$ cat config.mk
export PLATFORM = sky130hd
export DESIGN_NAME = accel_udp_top
export DESIGN_NICKNAME = d
export VERILOG_FILES = /design/src/accel_net_pkg.sv /design/src/rx_meta_if.sv /design/src/accel_udp_top.sv /design/src/udp_tx_builder.sv /design/src/sample_loader.sv /design/src/udp_rx_parser.sv
export SDC_FILE = /design/constraint.sdc
export NUM_CORES = 1
export LEC_CHECK = 0
export BUFFER_PORTS_ARGS = -buffer_cell sky130_fd_sc_hd__buf_4
export CORE_UTILIZATION = 40
export CTS_CLUSTER_DIAMETER = 60
export DETAILED_ROUTE_END_ITERATION = 10
export HOLD_SLACK_MARGIN = 0.1
export SKIP_LAST_GASP = 1
export SYNTH_ARGS = -nofsm -noshare
export SYNTH_HDL_FRONTEND = slang
export SYNTH_HIERARCHICAL = 1
export SYNTH_SLANG_ARGS = --single-unit
export TNS_END_PERCENT = 5
$ cat constraint.sdc
create_clock -name gtx_clk_bufg -period 9.5 [get_ports gtx_clk_bufg]
set_input_delay 0.95 -clock gtx_clk_bufg [delete_from_list [all_inputs] [get_ports gtx_clk_bufg]]
set_output_delay 0.95 -clock gtx_clk_bufg [all_outputs]
set_load 0.05 [all_outputs]
$ cat src/accel_net_pkg.sv
//--------------------------------------------------------------------
// accelerator network package
// frame field widths, header constants, offsets and shared types
//--------------------------------------------------------------------
`default_nettype none

package accel_net_pkg;

  // field widths
  localparam int MAC_W    = 48;
  localparam int IP_W     = 32;
  localparam int PORT_W   = 16;
  localparam int SAMPLE_W = 18;
  localparam int RESULT_W = 10;

  typedef logic [MAC_W-1:0]           mac_addr_t;
  typedef logic [IP_W-1:0]            ip_addr_t;
  typedef logic [PORT_W-1:0]          udp_port_t;
  typedef logic [7:0]                 byte_t;
  typedef logic [9:0]                 sample_addr_t;
  typedef logic signed [SAMPLE_W-1:0] sample_t;
  typedef logic [RESULT_W-1:0]        result_t;
  // byte index inside header or reply frame, max 63
  typedef logic [5:0]                 frame_idx_t;

  // fixed point scaling of each pixel byte
  localparam int PIXEL_SHIFT = 2;

  //------------------------------------------------------------------
  // header constants
  //------------------------------------------------------------------
  localparam int        HDR_BYTES       = 42;
  localparam int        MIN_FRAME_BYTES = 60;
  localparam logic [15:0] ETHERTYPE_IPV4 = 16'h0800;
  localparam logic [7:0]  IP_PROTO_UDP   = 8'd17;
  localparam logic [7:0]  IP_TTL         = 8'd64;
  // ip header + udp header + 2 result bytes
  localparam logic [15:0] IP_TOTAL_LEN   = 16'd30;
  localparam logic [15:0] UDP_LEN        = 16'd10;

  // byte offsets from start of frame
  localparam int DST_MAC_OFS  = 0;
  localparam int SRC_MAC_OFS  = 6;
  localparam int ETH_TYPE_OFS = 12;
  localparam int IP_PROTO_OFS = 23;
  localparam int SRC_IP_OFS   = 26;
  localparam int DST_IP_OFS   = 30;
  localparam int SRC_PORT_OFS = 34;
  localparam int DST_PORT_OFS = 36;
  localparam int PAYLOAD_OFS  = 42;

  typedef enum logic [1:0] {HEADER, PAYLOAD, DISCARD} rx_state_t;
  typedef enum logic {IDLE, SEND} tx_state_t;

endpackage

`default_nettype wire
$ cat src/rx_meta_if.sv
//--------------------------------------------------------------------
// rx metadata link, parser to sample loader
//--------------------------------------------------------------------
`timescale 1ns/1ps
`default_nettype none

interface rx_meta_if
  import accel_net_pkg::*;
();

  // one pulse per payload byte
  logic         payload_en;
  byte_t        payload_data;
  sample_addr_t payload_addr;
  // accepted frame, sender fields valid here
  logic         frame_ready;
  mac_addr_t    src_mac;
  ip_addr_t     src_ip;
  udp_port_t    src_port;

  modport parser (
    output payload_en, payload_data, payload_addr,
    output frame_ready, src_mac, src_ip, src_port
  );

  modport loader (
    input payload_en, payload_data, payload_addr,
    input frame_ready, src_mac, src_ip, src_port
  );

endinterface

`default_nettype wire

$ cat src/accel_udp_top.sv
//--------------------------------------------------------------------
// accelerator udp front end, rx parse and load, tx reply
//--------------------------------------------------------------------
`timescale 1ns/1ps
`default_nettype none

module accel_udp_top
  import accel_net_pkg::*;
#(
  parameter mac_addr_t MY_MAC       = 48'h000a35000001,
  parameter ip_addr_t  MY_IP        = 32'h01010102,
  parameter udp_port_t MY_PORT      = 16'd666,
  parameter int        SAMPLE_BYTES = 784
) (
  input  wire logic  gtx_clk_bufg,
  input  wire logic  rst_n,
  // mac rx fifo stream
  input  wire byte_t rx_tdata,
  input  wire logic  rx_tvalid,
  input  wire logic  rx_tlast,
  output logic       rx_tready,
  // nn input buffer write port
  output logic         w_en,
  output sample_addr_t w_addr,
  output sample_t      w_data,
  output logic         w_done,
  // nn result
  input  wire logic    result_valid,
  input  wire result_t result_msg,
  output logic         tx_ready,
  // mac tx fifo stream
  output byte_t      tx_tdata,
  output logic       tx_tvalid,
  output logic       tx_tlast,
  input  wire logic  tx_tready
);

  mac_addr_t sender_mac;
  ip_addr_t  sender_ip;
  udp_port_t sender_port;

  rx_meta_if meta ();

  udp_rx_parser #(
    .MY_MAC(MY_MAC), .MY_IP(MY_IP), .MY_PORT(MY_PORT), .SAMPLE_BYTES(SAMPLE_BYTES)
  ) u_parser (
    .gtx_clk_bufg(gtx_clk_bufg), .rst_n(rst_n),
    .rx_tdata(rx_tdata), .rx_tvalid(rx_tvalid), .rx_tlast(rx_tlast),
    .rx_tready(rx_tready), .meta(meta.parser)
  );

  sample_loader u_loader (
    .gtx_clk_bufg(gtx_clk_bufg), .rst_n(rst_n), .meta(meta.loader),
    .w_en(w_en), .w_addr(w_addr), .w_data(w_data), .w_done(w_done),
    .sender_mac(sender_mac), .sender_ip(sender_ip), .sender_port(sender_port)
  );

  udp_tx_builder #(
    .MY_MAC(MY_MAC), .MY_IP(MY_IP), .MY_PORT(MY_PORT)
  ) u_builder (
    .gtx_clk_bufg(gtx_clk_bufg), .rst_n(rst_n),
    .result_valid(result_valid), .result_msg(result_msg),
    .sender_mac(sender_mac), .sender_ip(sender_ip), .sender_port(sender_port),
    .tx_ready(tx_ready), .tx_tdata(tx_tdata), .tx_tvalid(tx_tvalid),
    .tx_tlast(tx_tlast), .tx_tready(tx_tready)
  );

endmodule

`default_nettype wire

$ cat src/udp_tx_builder.sv
//--------------------------------------------------------------------
// udp reply builder
// sends the 60 byte result frame to the held sender
//--------------------------------------------------------------------
`timescale 1ns/1ps
`default_nettype none

module udp_tx_builder
  import accel_net_pkg::*;
#(
  parameter mac_addr_t MY_MAC  = 48'h000a35000001,
  parameter ip_addr_t  MY_IP   = 32'h01010102,
  parameter udp_port_t MY_PORT = 16'd666
) (
  input  wire logic      gtx_clk_bufg,
  input  wire logic      rst_n,
  input  wire logic      result_valid,
  input  wire result_t   result_msg,
  input  wire mac_addr_t sender_mac,
  input  wire ip_addr_t  sender_ip,
  input  wire udp_port_t sender_port,
  output logic           tx_ready,
  output byte_t          tx_tdata,
  output logic           tx_tvalid,
  output logic           tx_tlast,
  input  wire logic      tx_tready
);

  localparam frame_idx_t FRAME_LAST = frame_idx_t'(MIN_FRAME_BYTES - 1);
  localparam int         PAD_BYTES  = MIN_FRAME_BYTES - HDR_BYTES - 2;

  tx_state_t  state;
  frame_idx_t idx;
  logic       start;

  // captured at start, held for the whole frame
  result_t    res_q;
  mac_addr_t  dst_mac_q;
  ip_addr_t   dst_ip_q;
  udp_port_t  dst_port_q;

  logic [8*MIN_FRAME_BYTES-1:0] reply;

  assign start = (state == IDLE) && result_valid;

  //------------------------------------------------------------------
  // reply image, byte 0 in the top bits
  //------------------------------------------------------------------
  assign reply = {
    // ethernet
    dst_mac_q, MY_MAC, ETHERTYPE_IPV4,
    // ipv4, checksum left at zero
    8'h45, 8'h00, IP_TOTAL_LEN, 32'h0,
    IP_TTL, IP_PROTO_UDP, 16'h0, MY_IP, dst_ip_q,
    // udp
    MY_PORT, dst_port_q, UDP_LEN, 16'h0,
    // result, high byte first
    {(16-RESULT_W){1'b0}}, res_q,
    {(8*PAD_BYTES){1'b0}}
  };

  always_ff @(posedge gtx_clk_bufg) begin
    if (start) begin
      res_q      <= result_msg;
      dst_mac_q  <= sender_mac;
      dst_ip_q   <= sender_ip;
      dst_port_q <= sender_port;
    end
  end

  // walk the frame, advance on accepted beats only
  always_ff @(posedge gtx_clk_bufg) begin
    if (!rst_n) begin
      state <= IDLE;
      idx   <= '0;
    end else begin
      case (state)
        IDLE: if (result_valid) begin
          state <= SEND;
          idx   <= '0;
        end
        default: if (tx_tready) begin
          if (idx == FRAME_LAST) begin
            state <= IDLE;
          end else begin
            idx <= idx + 1'b1;
          end
        end
      endcase
    end
  end

  assign tx_ready  = (state == IDLE);
  assign tx_tvalid = (state == SEND);
  assign tx_tlast  = (state == SEND) && (idx == FRAME_LAST);
  assign tx_tdata  = reply[8*(MIN_FRAME_BYTES-1-idx) +: 8];

  // a stalled beat keeps its byte
  a_tdata_hold: assert property (@(posedge gtx_clk_bufg)
    disable iff (!rst_n)
    tx_tvalid && !tx_tready |=> tx_tvalid && $stable(tx_tdata));

endmodule

`default_nettype wire

$ cat src/sample_loader.sv
//--------------------------------------------------------------------
// sample loader
// scales payload bytes into nn input samples, holds the reply target
//--------------------------------------------------------------------
`timescale 1ns/1ps
`default_nettype none

module sample_loader
  import accel_net_pkg::*;
(
  input  wire logic    gtx_clk_bufg,
  input  wire logic    rst_n,
  rx_meta_if.loader    meta,
  output logic         w_en,
  output sample_addr_t w_addr,
  output sample_t      w_data,
  output logic         w_done,
  output mac_addr_t    sender_mac,
  output ip_addr_t     sender_ip,
  output udp_port_t    sender_port
);

  // write and done strobes, one cycle behind the parser
  always_ff @(posedge gtx_clk_bufg) begin
    if (!rst_n) begin
      w_en   <= 1'b0;
      w_done <= 1'b0;
    end else begin
      w_en   <= meta.payload_en;
      w_done <= meta.frame_ready;
    end
  end

  // byte zero extended then shifted into fixed point
  always_ff @(posedge gtx_clk_bufg) begin
    if (meta.payload_en) begin
      w_addr <= meta.payload_addr;
      w_data <= {{(SAMPLE_W-8-PIXEL_SHIFT){1'b0}}, meta.payload_data,
                 {PIXEL_SHIFT{1'b0}}};
    end
  end

  // reply target moves only on an accepted frame
  always_ff @(posedge gtx_clk_bufg) begin
    if (!rst_n) begin
      sender_mac  <= '0;
      sender_ip   <= '0;
      sender_port <= '0;
    end else if (meta.frame_ready) begin
      sender_mac  <= meta.src_mac;
      sender_ip   <= meta.src_ip;
      sender_port <= meta.src_port;
    end
  end

  // last sample write lands together with done
  a_done_with_last_write: assert property (@(posedge gtx_clk_bufg)
    disable iff (!rst_n) w_done |-> w_en);

endmodule

`default_nettype wire

$ cat src/udp_rx_parser.sv
//--------------------------------------------------------------------
// udp receive parser
// filters eth/ipv4/udp frames on our address and length, emits payload
//--------------------------------------------------------------------
`timescale 1ns/1ps
`default_nettype none

module udp_rx_parser
  import accel_net_pkg::*;
#(
  parameter mac_addr_t MY_MAC       = 48'h000a35000001,
  parameter ip_addr_t  MY_IP        = 32'h01010102,
  parameter udp_port_t MY_PORT      = 16'd666,
  parameter int        SAMPLE_BYTES = 784
) (
  input  wire logic   gtx_clk_bufg,
  input  wire logic   rst_n,
  input  wire byte_t  rx_tdata,
  input  wire logic   rx_tvalid,
  input  wire logic   rx_tlast,
  output logic        rx_tready,
  rx_meta_if.parser   meta
);

  localparam frame_idx_t   HDR_LAST = frame_idx_t'(HDR_BYTES - 1);
  localparam sample_addr_t PAY_LAST = sample_addr_t'(SAMPLE_BYTES - 1);

  rx_state_t    state;
  frame_idx_t   hdr_cnt;
  sample_addr_t pay_cnt;
  logic         hdr_ok;
  logic         beat;
  logic         chk_en;
  byte_t        exp_byte;
  logic         byte_ok;

  assign beat    = rx_tvalid && rx_tready;
  assign byte_ok = !chk_en || (rx_tdata == exp_byte);

  // expected value of each checked header byte
  always_comb begin
    chk_en   = 1'b0;
    exp_byte = '0;
    if (hdr_cnt < SRC_MAC_OFS) begin
      chk_en   = 1'b1;
      exp_byte = MY_MAC[8*(SRC_MAC_OFS-1-hdr_cnt) +: 8];
    end else if (hdr_cnt == ETH_TYPE_OFS || hdr_cnt == ETH_TYPE_OFS + 1) begin
      chk_en   = 1'b1;
      exp_byte = ETHERTYPE_IPV4[8*(ETH_TYPE_OFS+1-hdr_cnt) +: 8];
    end else if (hdr_cnt == IP_PROTO_OFS) begin
      chk_en   = 1'b1;
      exp_byte = IP_PROTO_UDP;
    end else if (hdr_cnt >= DST_IP_OFS && hdr_cnt < SRC_PORT_OFS) begin
      chk_en   = 1'b1;
      exp_byte = MY_IP[8*(SRC_PORT_OFS-1-hdr_cnt) +: 8];
    end else if (hdr_cnt >= DST_PORT_OFS && hdr_cnt < DST_PORT_OFS + 2) begin
      chk_en   = 1'b1;
      exp_byte = MY_PORT[8*(DST_PORT_OFS+1-hdr_cnt) +: 8];
    end
  end

  //------------------------------------------------------------------
  // frame fsm
  //------------------------------------------------------------------
  always_ff @(posedge gtx_clk_bufg) begin
    if (!rst_n) begin
      rx_tready        <= 1'b0;
      state            <= HEADER;
      hdr_cnt          <= '0;
      pay_cnt          <= '0;
      hdr_ok           <= 1'b0;
      meta.payload_en  <= 1'b0;
      meta.frame_ready <= 1'b0;
    end else begin
      // never stall the mac fifo
      rx_tready        <= 1'b1;
      meta.payload_en  <= 1'b0;
      meta.frame_ready <= 1'b0;
      case (state)
        HEADER: if (beat) begin
          // first byte restarts the running match
          hdr_ok <= ((hdr_cnt == '0) ? 1'b1 : hdr_ok) && byte_ok;
          if (rx_tlast) begin
            hdr_cnt <= '0;
          end else if (hdr_cnt == HDR_LAST) begin
            hdr_cnt <= '0;
            pay_cnt <= '0;
            state   <= (hdr_ok && byte_ok) ? PAYLOAD : DISCARD;
          end else begin
            hdr_cnt <= hdr_cnt + 1'b1;
          end
        end
        PAYLOAD: if (beat) begin
          meta.payload_en <= 1'b1;
          if (rx_tlast) begin
            // only an exact length frame is handed on
            meta.frame_ready <= (pay_cnt == PAY_LAST);
            state            <= HEADER;
          end else if (pay_cnt == PAY_LAST) begin
            // too long, drop the rest
            state <= DISCARD;
          end else begin
            pay_cnt <= pay_cnt + 1'b1;
          end
        end
        default: if (beat && rx_tlast) begin
          state <= HEADER;
        end
      endcase
    end
  end

  // payload byte and sender fields
  always_ff @(posedge gtx_clk_bufg) begin
    if (state == PAYLOAD && beat) begin
      meta.payload_data <= rx_tdata;
      meta.payload_addr <= pay_cnt;
    end
    if (state == HEADER && beat) begin
      if (hdr_cnt >= SRC_MAC_OFS && hdr_cnt < ETH_TYPE_OFS)
        meta.src_mac <= {meta.src_mac[MAC_W-9:0], rx_tdata};
      if (hdr_cnt >= SRC_IP_OFS && hdr_cnt < DST_IP_OFS)
        meta.src_ip <= {meta.src_ip[IP_W-9:0], rx_tdata};
      if (hdr_cnt >= SRC_PORT_OFS && hdr_cnt < DST_PORT_OFS)
        meta.src_port <= {meta.src_port[PORT_W-9:0], rx_tdata};
    end
  end

  // payload index must fit the sample buffer address
  a_sample_bytes_fit: assert property (@(posedge gtx_clk_bufg)
    SAMPLE_BYTES >= 1 && SAMPLE_BYTES <= 2**$bits(sample_addr_t));

endmodule

`default_nettype wire

==> results.txt, run 1 <==
status -> complete, no violations
IO Count -> 66
Die Wd -> 191 um
vias in the first global route -> 7,513
Setup TNS Final -> 0 ns
Worst Hold End -> u_loader/w_data[5]
CTS max path bufs -> 3
Reg2Reg Capture Point -> u_parser/meta.src_mac[44]
PnR worst setup slack -> 4.62 ns
Starting Density -> 41.0%
share of cells above drive strength 1 -> 15.2%
Fmax -> 205 MHz
Area contributors post-synth -> edfxtp_1, dfxtp_1, mux2i_1
worst-margin pin slew -> 1.00 ns
WP data required -> 8.55 ns
Skew-Pair Late Insertion Delay -> 0.52 ns
Reg clk slew, reported paths -> 0.06 ns
Slew HR -> 33.2%
critical path launch point type -> register
Nets -> 1,060
Final Instance Area -> 16,300 um2
Post-synth EDFFs -> 238
critical path class -> register to output port
Crit Reg-Reg Startpoint -> u_parser/hdr_cnt[2]
Synth Cell Area -> 14,300 um2
pre-CTS WS -> 5.18 ns
Tot GR Track Use -> 15.5%
dpl cells -> 1,438
Sink Count -> 365
asr flop ratio synth -> 0%
first-pass GRT wire length -> 43,400 um
# rows -> 68
WHS Path Cells -> 0
core area -> 34,800 um2
clock skew -> 0.0247 ns
Routed Antenna Nets -> 0
Tot Pwr -> 0.00333 W
number of vias per cell -> 5.04
Die ar. -> 36,400 um2
max-cap violations -> 0
routability cong. -> 0.868
Num CTS Buffers -> 39
crit end category -> output port
htree depth -> 2
Cell variety after synth -> 91
flop-to-flop setup slack -> 6.72 ns
largest net degree at the start of global routing -> 69
total congestion overflow -> 0
synthesis-stage register bit count -> 365
DPL Wire Length -> 17,100 um
CTS tree -> yes
sequential fraction of the synthesis area -> 67.9%
CP Max Fanout -> 37
prevailing post-synth register cell -> edfxtp_1
clock root cell -> clkbuf_16
maximum vdd drop -> 0.141 mV
# setup viols final -> 0
Yosys warning count -> 6
DRT iter0 DRCs -> 384
P&R area growth vs syn -> 14.0%
Syn Inst Count -> 971
Hold Startpoint -> u_parser/meta.payload_data[3]
total routed wirelength -> 27,700 um
Final min period -> 4.88 ns
Pleak -> 5.32 nW
Pwr Density -> 205 nW/um2
synthesized area per cell -> 14.7 um2
Post-CTS Setup Repair Bufs -> 0
Post-DP Area -> 15,000 um2
Pre-antenna DRT Iters -> 4
Final Max Tran Viols -> 0
initial antenna violation count -> 0
CTS hold repair buffers -> 0
drt drc -> 0
RSZ-0062 raised after global routing -> false
number of buffers added on ports -> 55
final hold violations -> 0
reg2reg path depth -> 5
Commonest cells post-synth -> edfxtp_1, dfxtp_1, mux2i_1
CTS resizes -> 0
share of the synthesized area in the top cell type -> 50.1%
Critical Path AT -> 3.93 ns
Final Instance Count excl. Fillers -> 1,507
Vias -> 7,600
Worst Hold Class -> register to register
post-synth top area cell -> edfxtp_1
routed len/inst -> 18.4 um
most common cell in the netlist -> edfxtp_1
fin crit share -> 51.4%
Die Y -> 191 um
## where the power goes
| group | internal (W) | switching (W) | leakage [nW] | total (W) |
|---|---|---|---|---|
| sequential | 0.00170 | 0.00000829 | 3.26 | 0.00171 |
| combinational | 0.0000355 | 0.0000736 | 1.43 | 0.000109 |
| clock | 0.000911 | 0.000598 | 0.632 | 0.00151 |
## how the worst max path moves through the flow
| stage | slack [ns] | end | from | cells after the start |
|---|---|---|---|---|
| detailed placement | 5.18 | tx_tdata[6] | u_builder/idx[2] | 8 |
| global route | 4.37 | tx_tdata[6] | u_builder/idx[2] | 8 |
| floorplan | 0.11 | u_parser/meta.src_mac[0] | rx_tvalid | 2 |
| CTS | 4.61 | tx_tdata[6] | u_builder/idx[2] | 8 |
| finish | 4.62 | tx_tdata[6] | u_builder/idx[2] | 8 |
| global placement | 5.17 | tx_tdata[6] | u_builder/idx[2] | 8 |
## worst max-delay path, cell delays in order (launching register included)
cell,delay [ns]
dfxtp_1,0.31
buf_4,0.35
inv_2,0.18
ha_1,0.91
nor2b_1,0.45
and2_1,0.26
a2111oi_0,0.12
a2111oi_1,0.53
buf_4,0.30
## cell families after synthesis
| kind of cell | count (synthesis) | share of synthesized area (%) |
|---|---|---|
| XOR/XNOR | 26 | 1.60 |
| buffers and inverters | 76 | 3.27 |
| flip-flops | 365 | 67.9 |
| AO/OA/AOI/OAI | 105 | 5.84 |
| other | 1 | 0.0263 |
| AND/OR/NAND/NOR | 265 | 10.9 |
| adder cells (fa/ha/maj) | 13 | 1.12 |
| multiplexers | 120 | 9.30 |
## flip-flops by register name (all words and copies together) (netlist names), 16 cells and up
| register | flops |
|---|---|
| u_builder/dst_ip_q | 32 |
| u_builder/dst_mac_q | 48 |
| u_builder/dst_port_q | 16 |
| u_loader/sender_ip | 32 |
| u_loader/sender_mac | 48 |
| u_loader/sender_port | 16 |
| u_parser/meta.src_ip | 32 |
| u_parser/meta.src_mac | 48 |
| u_parser/meta.src_port | 16 |
## placed cells by master, fill, tap and decap left out, drive strengths merged, types with 6 or more instances in the layout
cell type,instances
a2111oi,6
a211oi,6
a21oi,11
a221oi,6
and2,8
and3,10
buf,66
clkbuf,52
clkinv,7
conb,10
dfxtp,127
edfxtp,238
ha,12
inv,18
mux2i,107
mux4,8
nand2,28
nand2b,15
nand3,15
nand4,10
nor2,33
nor2b,103
nor3,9
nor4,8
o21ai,16
xnor2,10
xor2,16
## stage by stage
stage | util, % | hold WS (ns)
finish | 46.7 | 0.418
global route | 46.7 | 0.423
CTS | 46.7 | 0.420
detailed placement | 43.0 | 0.405
global placement | 43.0 | 0.403
floorplan | - | 0.400
## routing by layer
| layer | wire, um | part of all wire, % | track usage (%) | vias up |
|---|---|---|---|---|
| li1 | - | - | - | 3701 |
| met3 | 1140 | 4.1 | 2.87 | 50 |
| met1 | 13700 | 49 | 22.4 | 3708 |
| met2 | 12200 | 44 | 23.5 | 141 |
| met5 | 0 | 0 | 0 | - |
| met4 | 635 | 2.3 | 4.95 | 0 |
## layout make-up
cell class,count,area (um2)
Fill cell,3076,18500
Sequential cell,365,9690
Multi-Input combinational cell,539,4170
Clock buffer,52,1070
Tap cell,455,569
Timing Repair Buffer,66,495
Clock inverter,16,211
Inverter,13,51.3
Antenna cell,1,2.50
No activity file was read; power rests on OpenSTA's default activity.
==> run 2, diff against run 1 <==
==> constraint.sdc (replaced) <==
create_clock -name gtx_clk_bufg -period 4.8 [get_ports gtx_clk_bufg]
set_input_delay 0.48 -clock gtx_clk_bufg [delete_from_list [all_inputs] [get_ports gtx_clk_bufg]]
set_output_delay 0.48 -clock gtx_clk_bufg [all_outputs]
set_load 0.05 [all_outputs]
==> run 2 against run 1 <==
  * Die area unchanged
  * Global-route usage up 0.35 points
  * Flip-flop and latch count unchanged
  * First-iteration DRC count is 4.4% higher
  * Worst setup slack got worse by 3.5 ns
  * Via count rose by 1.4%
  * Sequential share of layout area decreased by 0.27 points
  * Combinational power increased by 93%
  * Largest cell class unchanged
==> results.txt, run 2 (synthesis results as in run 1) <==
status -> complete, no violations (unchanged)
routability cong. -> 0.879 (was 0.868)
Routed Antenna Nets -> 0 (unchanged)
registers with the most flip-flops -> u_builder/dst_mac_q: 48 flops, u_loader/sender_mac: 48 flops, u_parser/meta.src_mac: 48 flops (unchanged)
Skew-Pair Late Insertion Delay -> 0.53 ns (was 0.52 ns)
initial antenna violation count -> 0 (unchanged)
htree depth -> 2 (unchanged)
Final min period -> 3.63 ns
CP Buf/Inv Count -> 2 (was 3)
Tot GR Track Use -> 15.9% (was 15.5%)
Starting Density -> 41.0% (unchanged)
Reg clk slew, reported paths -> 0.06 ns (about the same)
total congestion overflow -> 0 (unchanged)
clock skew -> 0.0125 ns (was 0.0247 ns)
maximum vdd drop -> 0.348 mV (was 0.141 mV)
final-layout fill cell count -> 3,062 (was 3,076)
Final Max Tran Viols -> 0 (unchanged)
P&R area growth vs syn -> 14.5% (was 14.0%)
vias in the first global route -> 7,588 (was 7,513)
Slew HR -> 29.4% (was 33.2%)
Hold Startpoint -> result_msg[2] (was u_parser/meta.payload_data[3])
CTS tree -> yes (unchanged)
critical path class -> register to output port (unchanged)
Die Wd -> 191 um (unchanged)
Max stage delay cell, worst path -> dfxtp_2 (was ha_1)
clock root cell -> clkbuf_16 (unchanged)
most frequent cells in the layout -> edfxtp_1, dfxtp_1, mux2i_1, nor2b_1, buf_4 (unchanged)
IO Count -> 66 (unchanged)
CTS resizes -> 0 (unchanged)
Multi-input gate area -> 4180 um2 (was 4170 um2)
largest net degree at the start of global routing -> 72 (was 69)
fin crit share -> 75.6%
CTS max path bufs -> 3 (unchanged)
drt drc -> 0 (unchanged)
DPL Wire Length -> 17,900 um (was 17,100 um)
Pleak -> 5.36 nW (was 5.32 nW)
Pre-antenna DRT Iters -> 5 (was 4)
critical-path cell list -> buf_4, and3b_4, a22oi_2, o311a_1, a2111oi_1, buf_4 (was buf_4, inv_2, ha_1, nor2b_1, and2_1, a2111oi_0, a2111oi_1, buf_4)
Critical Path Most Common Cell -> buf_4 (unchanged)
Post-CTS Setup Repair Bufs -> 0 (unchanged)
max-cap violations -> 0 (unchanged)
most common cell after layout, fill and taps aside -> edfxtp_1 (unchanged)
Post-DP Area -> 15,000 um2 (about the same)
Crit path max-delay family -> compound AO/OA/AOI/OAI gates (was adder cells)
Crit Reg-Reg Startpoint -> u_parser/hdr_cnt[2] (unchanged)
Diodes inserted -> 0 (was 1)
crit end category -> output port (unchanged)
Final Instance Area -> 16,300 um2 (about the same)
first-pass GRT wire length -> 44,400 um (was 43,400 um)
number of vias per cell -> 5.08 (was 5.04)
# rows -> 68 (unchanged)
CP max stage delay -> 0.76 ns (was 0.91 ns)
Fmax -> 275 MHz
Setup TNS Final -> 0 ns (unchanged)
Die ar. -> 36,400 um2 (unchanged)
DRT iter0 DRCs -> 401 (was 384)
Storage cell area -> 9690 um2 (unchanged)
total routed wirelength -> 28,400 um (was 27,700 um)
final hold violations -> 0 (unchanged)
core area -> 34,800 um2 (unchanged)
Vias -> 7,707 (was 7,600)
Nets -> 1,066 (was 1,060)
Critical Path AT -> 3.15 ns (was 3.93 ns)
Die Y -> 191 um (unchanged)
share of cells above drive strength 1 -> 15.7% (was 15.2%)
Pwr Density -> 404 nW/um2 (was 205 nW/um2)
CP Max Fanout -> 29 (was 37)
number of buffers added on ports -> 55 (unchanged)
WP data required -> 4.32 ns (was 8.55 ns)
Worst Hold Class -> input pin to register (was register to register)
Num CTS Buffers -> 40 (was 39)
Sink Count -> 365 (unchanged)
Worst Setup SP -> u_builder/idx[0] (was u_builder/idx[2])
worst-margin pin slew -> 1.06 ns (was 1.00 ns)
critical path launch point type -> register (unchanged)
routed len/inst -> 18.8 um (was 18.4 um)
RSZ-0062 raised after global routing -> false (unchanged)
# setup viols final -> 0 (unchanged)
==> run 2: cell count changes in the layout (fill, tap and decap cells not counted), sizes merged <==
| cell | before | now |
|---|---|---|
| diode | 1 | 0 |
| buf | 66 | 69 |
| clkinvlp | 0 | 1 |
| dlygate4sd3 | 0 | 2 |
| clkbuf | 52 | 54 |
| bufinv | 4 | 2 |
| inv | 18 | 20 |
| clkinv | 7 | 10 |
==> run 2: cell type report <==
cell class	instances	area share, %
Multi-Input combinational cell	539	25.6
Timing Repair Buffer	71	3.29
Sequential cell	365	59.3
Clock buffer	54	6.88
Tap cell	455	3.48
Clock inverter	20	1.12
Inverter	13	0.314
==> run 2: path summary, 6_finish.rpt <==
path | end | slack (ns) | depth (start not counted)
worst min-delay path | u_builder/res_q[2] | 0.12 | 1
worst min register to register | u_loader/w_addr[5] | 0.42 | 0
worst max register to register | u_parser/meta.src_mac[25] | 1.97 | 5
worst max-delay path | tx_tdata[6] | 1.17 | 6
==> run 2: report_power, final <==
group | internal, W | switching, W
clock | 0.00178 | 0.00123
combinational | 0.0000720 | 0.000138
sequential | 0.00337 | 0.0000257
==> run 2: metal layers <==
metal | vias to the layer above | wire length, um | global-route usage, %
met5 | - | 0 | 0
met4 | 0 | 556 | 4.77
met3 | 45 | 1350 | 3.37
met2 | 172 | 12600 | 24.1
met1 | 3763 | 13900 | 22.6
li1 | 3727 | - | -
==> run 2: per-stage QoR <==
step | power [W] | utilization (%) | instances | hold WS [ns] | setup slack (ns)
2_1_floorplan | 0.00360 | - | 980 | 0.400 | -0.644
3_3_place_gp | 0.00367 | 43.1 | 1441 | 0.405 | 1.73
3_5_place_dp | 0.00367 | 43.1 | 1441 | 0.407 | 1.73
4_1_cts | 0.00670 | 46.9 | 1516 | 0.101 | 1.15
5_1_grt | 0.00685 | 47.0 | 1517 | 0.101 | 0.932
6_report | 0.00661 | 47.0 | 1517 | 0.124 | 1.17
==> run 2: timing repair <==
action,4_1_cts,5_1_grt
hold buffers,1,1
endpoints found under the setup margin,0,0
endpoints found under the hold margin,1,1
==> run 3, diff against run 2 <==
--- a/config.mk
+++ b/config.mk
@@ -5,6 +5,7 @@
 export SDC_FILE = /design/constraint.sdc
 export NUM_CORES = 1
 export LEC_CHECK = 0
+export ABC_AREA = 1
 export BUFFER_PORTS_ARGS = -buffer_cell sky130_fd_sc_hd__buf_4
 export CORE_UTILIZATION = 40
 export CTS_CLUSTER_DIAMETER = 60
==> constraint.sdc (replaced) <==
create_clock -name gtx_clk_bufg -period 3.5 [get_ports gtx_clk_bufg]
set_input_delay 0.35 -clock gtx_clk_bufg [delete_from_list [all_inputs] [get_ports gtx_clk_bufg]]
set_output_delay 0.35 -clock gtx_clk_bufg [all_outputs]
set_load 0.05 [all_outputs]
==> run 3 against run 2 <==
  * Clock skew rose by 0.010 ns
  * Worst setup slack got worse by 0.96 ns
  * Global-route usage is 1.6 points higher
  * Flip-flop and latch count is the same
  * Critical endpoint is now tx_tdata[2]
  * Highest routed layer unchanged
==> results.txt, run 3 <==
Reg clk slew, reported paths -> 0.06 ns (about the same)
fin crit share -> 94.0%
Pre-antenna DRT Iters -> 5 (unchanged)
most frequent cells in the layout -> nand2_1, nor2_1, edfxtp_1, inv_1, dfxtp_1 (was edfxtp_1, dfxtp_1, mux2i_1, nor2b_1, buf_4)
Pwr Density -> 541 nW/um2 (was 404 nW/um2)
Area contributors post-synth -> edfxtp_1, dfxtp_1, nand2_1 (was edfxtp_1, dfxtp_1, mux2i_1)
final hold violations -> 0 (unchanged)
Fmax -> 304 MHz
most common cell in the netlist -> nand2_1 (was edfxtp_1)
Syn Inst Count -> 1,520 (was 971)
routability cong. -> 0.923 (was 0.879)
# setup viols final -> 0 (unchanged)
clock skew -> 0.0227 ns (was 0.0125 ns)
Critical Path Most Common Cell -> nand2_1 (was buf_4)
CTS tree -> yes (unchanged)
Die Y -> 194 um (was 191 um)
number of buffers added on ports -> 55 (unchanged)
CP Buf/Inv Count -> 3 (was 2)
maximum vdd drop -> 0.307 mV (was 0.348 mV)
htree depth -> 2 (unchanged)
registers with the most flip-flops -> u_builder/dst_mac_q: 48 flops, u_loader/sender_mac: 48 flops, u_parser/meta.src_mac: 48 flops (unchanged)
Synth Cell Area -> 14,800 um2 (was 14,300 um2)
Cell variety after synth -> 45 (was 91)
Pleak -> 6.96 nW (was 5.36 nW)
Num CTS Buffers -> 42 (was 40)
Vias -> 10.0k (was 7,707)
critical-path cell list -> ha_1, nand3_4, nand2_4, inv_2, nand2_1, nand3_1, nand3_1, nand3_1, nand2_1, nand2_1, nand2_1, inv_1, buf_4 (was buf_4, and3b_4, a22oi_2, o311a_1, a2111oi_1, buf_4)
number of vias per cell -> 4.78 (was 5.08)
Final Instance Area -> 17,100 um2 (was 16,300 um2)
Starting Density -> 41.1% (was 41.0%)
status -> complete, no violations (unchanged)
routed len/inst -> 15.6 um (was 18.8 um)
Final min period -> 3.29 ns
# rows -> 69 (was 68)
Crit path max-delay family -> simple AND/OR/NAND/NOR gates (was compound AO/OA/AOI/OAI gates)
Max stage delay cell, worst path -> dfxtp_1 (was dfxtp_2)
sequential fraction of the synthesis area -> 65.7% (was 67.9%)
Die Wd -> 194 um (was 191 um)
Diodes inserted -> 0 (unchanged)
WP data required -> 3.15 ns (was 4.32 ns)
Setup TNS Final -> 0 ns (unchanged)
CTS resizes -> 0 (unchanged)
clock root cell -> clkbuf_16 (unchanged)
IO Count -> 66 (unchanged)
total routed wirelength -> 32,600 um (was 28,400 um)
CTS max path bufs -> 3 (unchanged)
RSZ-0062 raised after global routing -> false (unchanged)
Final Max Tran Viols -> 0 (unchanged)
vias in the first global route -> 9,542 (was 7,588)
worst-margin pin slew -> 0.900 ns (was 1.06 ns)
Sink Count -> 365 (unchanged)
asr flop ratio synth -> 0% (unchanged)
Critical Path AT -> 2.94 ns (was 3.15 ns)
DRT iter0 DRCs -> 715 (was 401)
Die ar. -> 37,700 um2 (was 36,400 um2)
share of cells above drive strength 1 -> 11.4% (was 15.7%)
total congestion overflow -> 0 (unchanged)
PnR worst setup slack -> 0.209 ns (was 1.17 ns)
prevailing post-synth register cell -> edfxtp_1 (unchanged)
CP Max Fanout -> 19 (was 29)
most common cell after layout, fill and taps aside -> nand2_1 (was edfxtp_1)
largest net degree at the start of global routing -> 194 (was 72)
core area -> 35,900 um2 (was 34,800 um2)
critical path launch point type -> register (unchanged)
Nets -> 1,638 (was 1,066)
drt drc -> 0 (unchanged)
Yosys warning count -> 6 (unchanged)
crit end category -> output port (unchanged)
Post-synth EDFFs -> 238 (unchanged)
max-cap violations -> 0 (unchanged)
P&R area growth vs syn -> 16.1% (was 14.5%)
CP max stage delay -> 0.42 ns (was 0.76 ns)
hold slack -> 0.124 ns (about the same)
Slew HR -> 40.0% (was 29.4%)
Routed Antenna Nets -> 0 (unchanged)
post-synth top area cell -> edfxtp_1 (unchanged)
synthesized area per cell -> 9.71 um2 (was 14.7 um2)
Skew-Pair Late Insertion Delay -> 0.55 ns (was 0.53 ns)
first-pass GRT wire length -> 51,700 um (was 44,400 um)
critical path class -> register to output port (unchanged)
Tot GR Track Use -> 17.4% (was 15.9%)
Commonest cells post-synth -> nand2_1, nor2_1, edfxtp_1 (was edfxtp_1, dfxtp_1, mux2i_1)
pre-CTS WS -> 0.720 ns (was 1.73 ns)
Tot Pwr -> 0.00926 W (was 0.00661 W)
initial antenna violation count -> 0 (unchanged)
synthesis-stage register bit count -> 365 (unchanged)
DPL Wire Length -> 20,500 um (was 17,900 um)
Worst Hold Class -> input pin to register (unchanged)
share of the synthesized area in the top cell type -> 48.4% (was 50.1%)
Post-DP Area -> 15,600 um2 (was 15,000 um2)
## run 3: changes by cell type in the layout (fill, tap and decap cells not counted), moves of 15 or more
cell,previous run,this run
nand2_1,28,422
nor2_1,33,246
inv_1,11,157
mux2i_1,107,0
nor2b_1,103,0
nand3_1,14,98
a21oi_1,11,31
dlygate4sd3_1,2,20
inv_2,1,16
## run 3: through the flow
stage / std cells / utilization [%]
4_1_cts: 2094 / 47.7
6_report: 2095 / 47.7
3_5_place_dp: 1998 / 43.3
3_3_place_gp: 1998 / 43.3
5_1_grt: 2095 / 47.7
2_1_floorplan: 1529 / -
## run 3: layout make-up
class / instances / area [um2]
Fill cell: 3365 / 18800
Sequential cell: 365 / 9690
Multi-Input combinational cell: 927 / 4110
Clock buffer: 55 / 1150
Timing Repair Buffer: 91 / 746
Inverter: 175 / 657
Tap cell: 461 / 577
Clock inverter: 21 / 203
## run 3: cells by family (layout without fill, tap and decap cells)
logic type / after synthesis / count (layout) / share of synthesized area [%]
AND/OR/NAND/NOR: 838 / 839 / 23.8
flip-flops: 365 / 365 / 65.7
buffers and inverters: 238 / 342 / 6.90
AO/OA/AOI/OAI: 62 / 62 / 2.38
adder cells (fa/ha/maj): 12 / 12 / 1.02
XOR/XNOR: 4 / 4 / 0.238
other: 1 / 10 / 0.0254
## run 3: path summary, 6_finish.rpt
check,startpoint,to,slack [ns],cells past startpoint
max,u_builder/idx[3],tx_tdata[2],0.21,13
min,rst_n,u_parser/rx_tready,0.12,1
max reg2reg,u_parser/hdr_cnt[3],u_parser/meta.src_mac[37],1.17,7
min reg2reg,u_parser/meta.payload_data[1],u_loader/w_data[3],0.41,0
## run 3: layer usage
layer	up-vias	GRT usage, %	part of all wire (%)
met5	-	0	0
met4	0	5.97	2.6
met3	64	3.74	5.0
met2	242	27.5	46
met1	4670	23.7	47
li1	5047	-	-
## run 3: worst register-to-register path, stage by stage, from the launching register on
cell       delay, ns
dfxtp_1         0.59
inv_2           0.19
nand2_2         0.17
nor2_4          0.07
o21ai_0         0.08
o2111ai_1       0.18
inv_2           0.40
buf_4           0.35
## run 3: repair_timing
action | CTS | global route
hold buffers | 20 | 0
endpoints found under the setup margin | 0 | 4
endpoints found under the hold margin | 44 | 0
buffers inserted | 0 | 0
## run 3: report_power, final
group	leakage (nW)	switching [W]	internal [W]
clock	0.658	0.00172	0.00250
combinational	3.08	0.000280	0.000115
sequential	3.23	0.0000310	0.00462
total	6.96	0.00203	0.00723
